File: config.mk
export PLATFORM = sky130hd
export DESIGN_NAME = mesosync_input
export DESIGN_NICKNAME = d
export VERILOG_FILES = /design/src/hw/mesosync_pkg.sv /design/src/hw/phase_counter.sv /design/src/hw/ddr_sampler.sv /design/src/hw/phase_aligner.sv /design/src/hw/la_controller.sv /design/src/hw/la_buffer.sv /design/src/hw/mesosync_input.sv
export VERILOG_INCLUDE_DIRS = /design/src /design/src/hw
export SDC_FILE = /design/constraint.sdc
export NUM_CORES = 1
export LEC_CHECK = 0
export ABC_AREA = 1
export BUFFER_PORTS_ARGS = -buffer_cell sky130_fd_sc_hd__buf_2
export CAP_MARGIN = 20
export CORE_MARGIN = 4
export CORE_UTILIZATION = 55
export CTS_CLUSTER_DIAMETER = 150
export DETAILED_ROUTE_END_ITERATION = 10
export MAX_ROUTING_LAYER = met4
export PLACE_DENSITY = 0.77
export RECOVER_POWER = 25
export SETUP_SLACK_MARGIN = 0.05
export SYNTH_ARGS = -nofsm -noshare
export SYNTH_HDL_FRONTEND = slang
export SYNTH_HIERARCHICAL = 1
export SYNTH_SLANG_ARGS = --single-unit
File: constraint.sdc
create_clock -name clk -period 2 [get_ports clk]
set_input_delay 0 -clock clk [delete_from_list [all_inputs] [get_ports clk]]
set_output_delay 0 -clock clk [all_outputs]
set_load 0.02 [all_outputs]
File: src/hw/mesosync_defs.svh
// link width, divider width and analyzer depth macros for the mesosync receiver
`ifndef MESOSYNC_DEFS_SVH
`define MESOSYNC_DEFS_SVH

// number of pins in the parallel link
`define MESO_WIDTH 8

// width of the divider and of every phase field
// a value of 0 means no division, 15 divides the core clock by 16
`define MESO_DIV_WIDTH 4

// samples recorded by one logic analyzer capture
// the analyzer buffer is sized to hold exactly one capture
`define MESO_LA_DEPTH 16

`endif

File: src/hw/mesosync_pkg.sv
// package with per-line configuration, input mode, analyzer state and sample types
`include "mesosync_defs.svh"

package mesosync_pkg;

  // per-line receive setting
  // edge_sel picks the rising edge when 1 and the falling edge when 0
  // phase is the counter value in which the line is taken
  typedef struct packed {
    logic                       edge_sel;
    logic [`MESO_DIV_WIDTH-1:0] phase;
  } bit_cfg_t;

  // operating mode of the receive half
  typedef enum logic [1:0] {
    MODE_IDLE   = 2'd0,
    MODE_NORMAL = 2'd1,
    MODE_LA     = 2'd2
  } input_mode_t;

  // logic analyzer FSM states
  typedef enum logic [1:0] {
    LA_IDLE    = 2'd0,
    LA_ARMED   = 2'd1,
    LA_CAPTURE = 2'd2,
    LA_DRAIN   = 2'd3
  } la_state_t;

  // both edge samples of one line over one core cycle
  typedef struct packed {
    logic pos;
    logic neg;
  } la_sample_t;

endpackage

File: src/hw/phase_counter.sv
// IO period counter that wraps after the programmed divider value
`include "mesosync_defs.svh"

module phase_counter (
  input  logic                       clk,
  input  logic                       channel_reset,
  input  logic [`MESO_DIV_WIDTH-1:0] divider_i,
  output logic [`MESO_DIV_WIDTH-1:0] count_o
);

  // the IO period is divider_i+1 core cycles long
  // count_o is 0 on the first cycle of every period
  logic wrap;

  // a greater-or-equal compare lets the counter wrap at once when the
  // divider is lowered below the current count, instead of running
  // through the whole counter range first
  assign wrap = (count_o >= divider_i);

  always_ff @(posedge clk) begin
    if (channel_reset) begin
      count_o <= '0;
    end else if (wrap) begin
      count_o <= '0;
    end else begin
      count_o <= count_o + 1'b1;
    end
  end

endmodule

File: src/hw/ddr_sampler.sv
// double-edge pin sampler with both samples re-aligned to the rising edge
`include "mesosync_defs.svh"

module ddr_sampler (
  input  logic                   clk,
  input  logic                   channel_reset,
  input  logic [`MESO_WIDTH-1:0] pins_i,
  output logic [`MESO_WIDTH-1:0] pos_val_o,
  output logic [`MESO_WIDTH-1:0] neg_val_o
);

  // falling edge bank, it catches the pins in the middle of a cycle
  logic [`MESO_WIDTH-1:0] neg_q;

  // ------------------------------
  // falling edge capture
  // ------------------------------

  // this is the only register of the design on the falling edge
  always_ff @(negedge clk) begin
    neg_q <= pins_i;
  end

  // ------------------------------
  // rising edge banks
  // ------------------------------

  // the pins are taken directly on the rising edge, and the mid-cycle
  // sample is moved over to the rising edge on the same clock
  // both outputs therefore describe the cycle that just ended,
  // neg_val_o from its middle and pos_val_o from its closing edge
  always_ff @(posedge clk) begin
    if (channel_reset) begin
      pos_val_o <= '0;
      neg_val_o <= '0;
    end else begin
      pos_val_o <= pins_i;
      neg_val_o <= neg_q;
    end
  end

  // everything downstream of this point is single-edge logic

endmodule

File: src/hw/phase_aligner.sv
// per-line edge and phase selection, word assembly and valid-only word strobe
`include "mesosync_defs.svh"

module phase_aligner
  import mesosync_pkg::*;
(
  input  logic                                 clk,
  input  logic                                 channel_reset,
  input  input_mode_t                          mode_i,
  input  logic                                 enable_i,
  input  bit_cfg_t [`MESO_WIDTH-1:0]           bit_cfg_i,
  input  logic [`MESO_DIV_WIDTH-1:0]           count_i,
  input  logic [`MESO_WIDTH-1:0]               pos_val_i,
  input  logic [`MESO_WIDTH-1:0]               neg_val_i,
  output logic [`MESO_WIDTH-1:0]               data_o,
  output logic                                 valid_o
);

  logic [`MESO_WIDTH-1:0] sel_edge;
  logic [`MESO_WIDTH-1:0] phase_match;
  logic [`MESO_WIDTH-1:0] sampled_q;
  logic [`MESO_WIDTH-1:0] valid_n;
  logic [`MESO_WIDTH-1:0] valid_q;
  logic [`MESO_WIDTH-1:0] word;
  logic                   is_normal;
  logic                   word_done;
  logic                   word_done_q;

  assign is_normal = (mode_i == MODE_NORMAL);

  // ------------------------------
  // per-line selection
  // ------------------------------

  // each line picks its configured edge, and it matches exactly once
  // per period as long as its phase does not exceed the divider
  always_comb begin
    for (int i = 0; i < `MESO_WIDTH; i++) begin
      sel_edge[i]    = bit_cfg_i[i].edge_sel ? pos_val_i[i] : neg_val_i[i];
      phase_match[i] = (count_i == bit_cfg_i[i].phase);
    end
  end

  // the selected value is held for the rest of the period
  always_ff @(posedge clk) begin
    for (int i = 0; i < `MESO_WIDTH; i++) begin
      if (is_normal && phase_match[i]) begin
        sampled_q[i] <= sel_edge[i];
      end
    end
  end

  // ------------------------------
  // word assembly
  // ------------------------------

  // a line's valid bit sets on its match and stays until the cycle after
  // the word is complete; a line whose phase is 0 may set again right in
  // that clearing cycle, which is why the match is or-ed in afterwards
  assign valid_n = {`MESO_WIDTH{is_normal}} &
                   ((valid_q & ~{`MESO_WIDTH{word_done_q}}) | phase_match);

  // the word completes on the match of the latest phase
  assign word_done = &valid_n;

  // lines that match in the completing cycle have not reached the latch
  // yet, so they are taken straight from the edge select
  always_comb begin
    for (int i = 0; i < `MESO_WIDTH; i++) begin
      word[i] = (phase_match[i] && word_done) ? sel_edge[i] : sampled_q[i];
    end
  end

  always_ff @(posedge clk) begin
    if (channel_reset) begin
      valid_q     <= '0;
      word_done_q <= 1'b0;
      valid_o     <= 1'b0;
      data_o      <= '0;
    end else begin
      valid_q     <= valid_n;
      word_done_q <= word_done;
      // one strobe per period, suppressed while the output is disabled
      valid_o     <= word_done && enable_i;
      if (word_done) begin
        data_o <= word;
      end
    end
  end

endmodule

File: src/hw/la_controller.sv
// logic analyzer FSM that arms, waits for a period boundary, captures and drains
`include "mesosync_defs.svh"

module la_controller
  import mesosync_pkg::*;
(
  input  logic                              clk,
  input  logic                              channel_reset,
  input  input_mode_t                       mode_i,
  input  logic                              la_start_i,
  input  logic [$clog2(`MESO_WIDTH)-1:0]    line_sel_i,
  input  logic [`MESO_DIV_WIDTH-1:0]        count_i,
  input  logic [`MESO_WIDTH-1:0]            pos_val_i,
  input  logic [`MESO_WIDTH-1:0]            neg_val_i,
  input  logic                              buf_empty_i,
  output logic                              push_o,
  output la_sample_t                        push_data_o,
  output la_state_t                         state_o
);

  localparam int CNT_W = $clog2(`MESO_LA_DEPTH);

  la_state_t        state_n;
  logic [CNT_W-1:0] cnt_q;
  logic             last_sample;

  // the sampler adds one cycle, so pushing starts in the cycle after
  // count 0 and the first sample is the pin during the boundary cycle
  assign push_o              = (state_o == LA_CAPTURE);
  assign push_data_o.pos     = pos_val_i[line_sel_i];
  assign push_data_o.neg     = neg_val_i[line_sel_i];
  assign last_sample         = (cnt_q == CNT_W'(`MESO_LA_DEPTH - 1));

  // ------------------------------
  // next state
  // ------------------------------

  always_comb begin
    state_n = state_o;
    unique case (state_o)
      LA_IDLE:    if (la_start_i) state_n = LA_ARMED;
      LA_ARMED:   if (count_i == '0) state_n = LA_CAPTURE;
      LA_CAPTURE: if (last_sample) state_n = LA_DRAIN;
      LA_DRAIN:   if (buf_empty_i) state_n = LA_IDLE;
      default:    state_n = LA_IDLE;
    endcase
    // leaving analyzer mode aborts whatever is in progress
    if (mode_i != MODE_LA) begin
      state_n = LA_IDLE;
    end
  end

  // ------------------------------
  // state and sample counter
  // ------------------------------

  always_ff @(posedge clk) begin
    if (channel_reset) begin
      state_o <= LA_IDLE;
      cnt_q   <= '0;
    end else begin
      state_o <= state_n;
      // the counter only runs inside the capture window
      if (state_o == LA_CAPTURE) begin
        cnt_q <= cnt_q + 1'b1;
      end else begin
        cnt_q <= '0;
      end
    end
  end

endmodule

File: src/hw/la_buffer.sv
// analyzer sample FIFO with a registered ready/valid output stage
`include "mesosync_defs.svh"

module la_buffer
  import mesosync_pkg::*;
(
  input  logic       clk,
  input  logic       channel_reset,
  input  logic       push_i,
  input  la_sample_t push_data_i,
  output logic       empty_o,
  output la_sample_t la_data_o,
  output logic       la_valid_o,
  input  logic       la_ready_i
);

  localparam int AW = $clog2(`MESO_LA_DEPTH);

  // pointers carry one extra wrap bit to tell full from empty
  la_sample_t     mem [`MESO_LA_DEPTH];
  logic [AW:0]    wr_ptr;
  logic [AW:0]    rd_ptr;
  logic           stor_empty;
  logic           take;
  logic           load;

  assign stor_empty = (wr_ptr == rd_ptr);
  assign take       = la_valid_o && la_ready_i;

  // the output register refills whenever it is free or being taken
  assign load    = !stor_empty && (!la_valid_o || take);
  assign empty_o = stor_empty && !la_valid_o;

  // ------------------------------
  // storage
  // ------------------------------

  always_ff @(posedge clk) begin
    if (push_i) begin
      mem[wr_ptr[AW-1:0]] <= push_data_i;
    end
  end

  // ------------------------------
  // pointers and output stage
  // ------------------------------

  // the output register doubles as the relay stage toward a distant sink
  always_ff @(posedge clk) begin
    if (load) begin
      la_data_o <= mem[rd_ptr[AW-1:0]];
    end
  end

  always_ff @(posedge clk) begin
    if (channel_reset) begin
      wr_ptr     <= '0;
      rd_ptr     <= '0;
      la_valid_o <= 1'b0;
    end else begin
      if (push_i) begin
        wr_ptr <= wr_ptr + 1'b1;
      end
      if (load) begin
        rd_ptr     <= rd_ptr + 1'b1;
        la_valid_o <= 1'b1;
      end else if (take) begin
        la_valid_o <= 1'b0;
      end
    end
  end

endmodule

File: src/hw/mesosync_input.sv
// receive half top level wiring the counter, sampler, aligner and analyzer
`include "mesosync_defs.svh"

module mesosync_input
  import mesosync_pkg::*;
(
  input  logic                              clk,
  input  logic                              channel_reset,
  input  logic [`MESO_WIDTH-1:0]            pins_i,
  input  input_mode_t                       mode_i,
  input  logic                              enable_i,
  input  logic [`MESO_DIV_WIDTH-1:0]        divider_i,
  input  bit_cfg_t [`MESO_WIDTH-1:0]        bit_cfg_i,
  input  logic [$clog2(`MESO_WIDTH)-1:0]    line_sel_i,
  input  logic                              la_start_i,
  output logic [`MESO_WIDTH-1:0]            data_o,
  output logic                              valid_o,
  output la_sample_t                        la_data_o,
  output logic                              la_valid_o,
  input  logic                              la_ready_i
);

  logic [`MESO_DIV_WIDTH-1:0] count;
  logic [`MESO_WIDTH-1:0]     pos_val;
  logic [`MESO_WIDTH-1:0]     neg_val;
  logic                       push;
  la_sample_t                 push_data;
  logic                       buf_empty;
  // analyzer state, watched by the bound property module
  la_state_t                  la_state;

  // ------------------------------
  // clocking and sampling
  // ------------------------------

  phase_counter i_phase_counter (
    .clk           (clk),
    .channel_reset (channel_reset),
    .divider_i     (divider_i),
    .count_o       (count)
  );

  ddr_sampler i_ddr_sampler (
    .clk           (clk),
    .channel_reset (channel_reset),
    .pins_i        (pins_i),
    .pos_val_o     (pos_val),
    .neg_val_o     (neg_val)
  );

  // ------------------------------
  // normal path and analyzer
  // ------------------------------

  phase_aligner i_phase_aligner (
    .clk (clk), .channel_reset (channel_reset), .mode_i (mode_i),
    .enable_i (enable_i), .bit_cfg_i (bit_cfg_i), .count_i (count),
    .pos_val_i (pos_val), .neg_val_i (neg_val), .data_o (data_o), .valid_o (valid_o)
  );

  la_controller i_la_controller (
    .clk (clk), .channel_reset (channel_reset), .mode_i (mode_i),
    .la_start_i (la_start_i), .line_sel_i (line_sel_i), .count_i (count),
    .pos_val_i (pos_val), .neg_val_i (neg_val), .buf_empty_i (buf_empty),
    .push_o (push), .push_data_o (push_data), .state_o (la_state)
  );

  la_buffer i_la_buffer (
    .clk (clk), .channel_reset (channel_reset), .push_i (push),
    .push_data_i (push_data), .empty_o (buf_empty), .la_data_o (la_data_o),
    .la_valid_o (la_valid_o), .la_ready_i (la_ready_i)
  );

endmodule

==> results.md <==
* Outcome: completed
* Placed instance area at roughly 0.0060 mm²
* RSZ-0062 raised after global routing: false
* Largest net degree at the start of global routing at 27
* Number of synthesized flops with an enable pin at 42
* Number of cells after detailed placement at 864
* Clock-pin slew on the worst setup and hold paths at 110 ps
* Initial DRC count at between 200 and 250
* Worst-Skew Late Latency at approximately 420 ps
* Max clock buf depth at 2
* Pre-antenna DRT Iters at 4
* Final instance area at between 0.006 and 0.007 mm²
* Top cells by area, synth: dfxtp_1, edfxtp_1, nand2_1
* Synth cell count leaders: nand2_1, inv_1, nor2_1
* Worst setup SP type: primary input
* Avg Cell Area, Syn at 8.37 µm²
* Post-route DRC violation count at 0
* CP max FO at 16
* Post-synthesis mux area share at 1.62%
* Synth area leader: dfxtp_1
* Fin Setup TNS at 0 ps
* Area delta synth->final at 15.5%
* Die Ht at 109 µm
* # clock sinks at 105
* DRT antenna net count at 0
* Routability cong. at 0.904
* Syn nets at 741
* Fraction of layout cells with a size suffix above 1 at 23.7%
* Final Max Slew Viols at 0
* Total grt overflow at 0
* HP Class: in -> reg
* Clock skew at between 40 and 50 ps
* Vias per std cell at 4.82
* CP Class: in -> reg
* Rows at 36
* Main synth FF type: dfxtp_1
* Layout Nets at 844
* Die width at around 110 µm
* Cts bufs inserted at 9
* Clock root cell: clkbuf_8
* Max H-tree Level at 3
* Worst Setup End Kind: register
* Final Hold Fails at 0
* Final Hold Slack at about 11 ps
* Post-synthesis adder-cell area fraction at between 3 and 4%
* Final Cycle Share at 91.3%
* Leakage at 3.10 nW
* Yosys reg bits at 105
* Max VDD drop at ~480 µV
* Mapped Cells at 664
* Xor/xnor share of the synthesized area at 2.52%
* Synth Area in Compound Gates at 6.95%
* Fin crit period at ~1800 ps
* Initial antenna violation count at 0
* CORE AREA at about 0.0098 mm²
* Seq/Total Area, Yosys at 45.4%
* Max Cap Viol at 0
* Share of the synthesized area in the top cell type at 22.7%
* DR vias at around 4400
* Count leader, synth: nand2_1
* Total track usage at around 22%
* Req. time, crit path at 2320 ps
* F_max at 547 MHz
* Main combinational cell family by area after synthesis: simple AND/OR/NAND/NOR gates
* Detailed Route WL at 12.0 mm
* Simple-gate share of the synthesized area at a little under a third
* Final setup violation count at 0
* Initial core utilization at 56.6%
* Slew at the pin with the worst max-slew slack at about 560 ps
* Full die area at 0.0118 mm²
* Synth Cell Area at 0.00556 mm²
* DPL Wire Length at just over 9 mm
* First-pass GRT wire length at between 15 and 20 mm
* PwrDens at just over 800 mW/mm²
* CTS tree: yes
* Async SR Flop Fraction at 0%
* N_diodes at 0
* IO Pins at 74
* Avg WL per Cell at 13.3 µm
* Vias in the first global route at 4270
* YS warnings at 6
* Non-filler instance count after layout at 905
* IO buf count at 73
* Relative slew margins at 62.6%
* Synth unique cells at 38
* CP arrival at 2140 ps
* Fillers at 849
[worst max-delay path, cell delays in order]
cell and delay (ps):
dlygate4sd3_1 520, clkbuf_1 110, inv_1 70, nor2_4 420
nand3b_1 200, nand2_1 120, nand2_2 90, nor2_8 230
buf_4 190, a21oi_2 60, nor2_2 110
[flip-flops by register name, summed over array words and instances (netlist names), 2 cells and up]
register and count:
i_la_buffer/mem 32, i_ddr_sampler/neg_q 8, i_ddr_sampler/neg_val_o 8, i_ddr_sampler/pos_val_o 8, i_phase_aligner/data_o 8, i_phase_aligner/sampled_q 8
i_phase_aligner/valid_q 8, i_la_buffer/rd_ptr 5, i_la_buffer/wr_ptr 5, i_la_controller/cnt_q 4, i_phase_counter/count_o 4, i_la_buffer/la_data_o 2
i_la_controller/state_o 2
[cells in the final DEF (no fill, tap or decap), drive strengths merged, types with 8 or more instances in the layout]
cell         netlist  layout
nand2            175     175
nor2             111     111
inv               98     108
buf               14      71
dfxtp             63      63
edfxtp            42      42
nand3             41      41
clkbuf             3      29
o21ai             25      25
a21oi             25      25
ha                15      15
dlygate4sd3        0      12
xor2              12      12
nand3b             9       9
o22ai              8       8
mux2               8       8
[cells by family after synthesis]
logic type,Yosys count
compound gates,64
mux,8
buf+inv,115
flops,105
xor+xnor,16
simple gates,341
fa+ha+maj,15
[stage by stage]
stage | setup slack [ps] | util, % | power [mW]
2_1_floorplan | 361 | - | 3.40
3_3_place_gp | 179 | 61.3 | 3.72
3_5_place_dp | 114 | 61.3 | 3.75
4_1_cts | 75.1 | 65.1 | 5.21
5_1_grt | 49.8 | 65.4 | 5.50
6_report | 173 | 65.4 | 5.18
[per-layer routing]
layer / wire (µm) / track usage [%]
met1: 5430 / 28.1
met2: 5750 / 36.4
met3: 585 / 3.52
met4: 225 / 7.03
met5: 0 / -
[path summary, 6_finish.rpt]
| kind | from | to | slack (ps) | cells past startpoint |
|---|---|---|---|---|
| setup / recovery | mode_i[0] | i_phase_aligner/data_o[2]$_SDFFE_PP0N_ | 170 | 11 |
| hold / removal | bit_cfg_i[34] | i_phase_aligner/sampled_q[6]$_DFFE_PP_ | 10 | 2 |
| setup reg to reg | i_phase_counter/count_o[1]$_SDFF_PP0_ | i_phase_aligner/data_o[2]$_SDFFE_PP0N_ | 200 | 11 |
| hold reg to reg | i_la_controller/cnt_q[0]$_SDFF_PP0_ | i_la_controller/cnt_q[0]$_SDFF_PP0_ | 460 | 1 |
[power by group]
part | switching [mW] | leakage [nW] | internal [mW] | total (mW)
logic | 0.802 | 2.04 | 0.451 | 1.25
registers | 0.0916 | 0.901 | 2.35 | 2.44
clock network | 0.880 | 0.158 | 0.611 | 1.49
total | 1.77 | 3.10 | 3.41 | 5.18
[area by class of cell]
type	instances	area, µm²	share of cell area (%)
Tap cell	133	166	2.59
Clock buffer	10	149	2.32
Inverter	97	379	5.90
Sequential cell	105	2530	39.4
Clock inverter	14	115	1.79
Multi-Input combinational cell	444	2490	38.9
Timing Repair Buffer	102	589	9.18
[what timing repair did]
action	4_1_cts	5_1_grt
buffers inserted	0	6
hold buffers	12	0
resized for setup	0	4
hold endpoints to repair	12	0
endpoints found under the setup margin	0	11
Power figures use the tool's default switching activity.
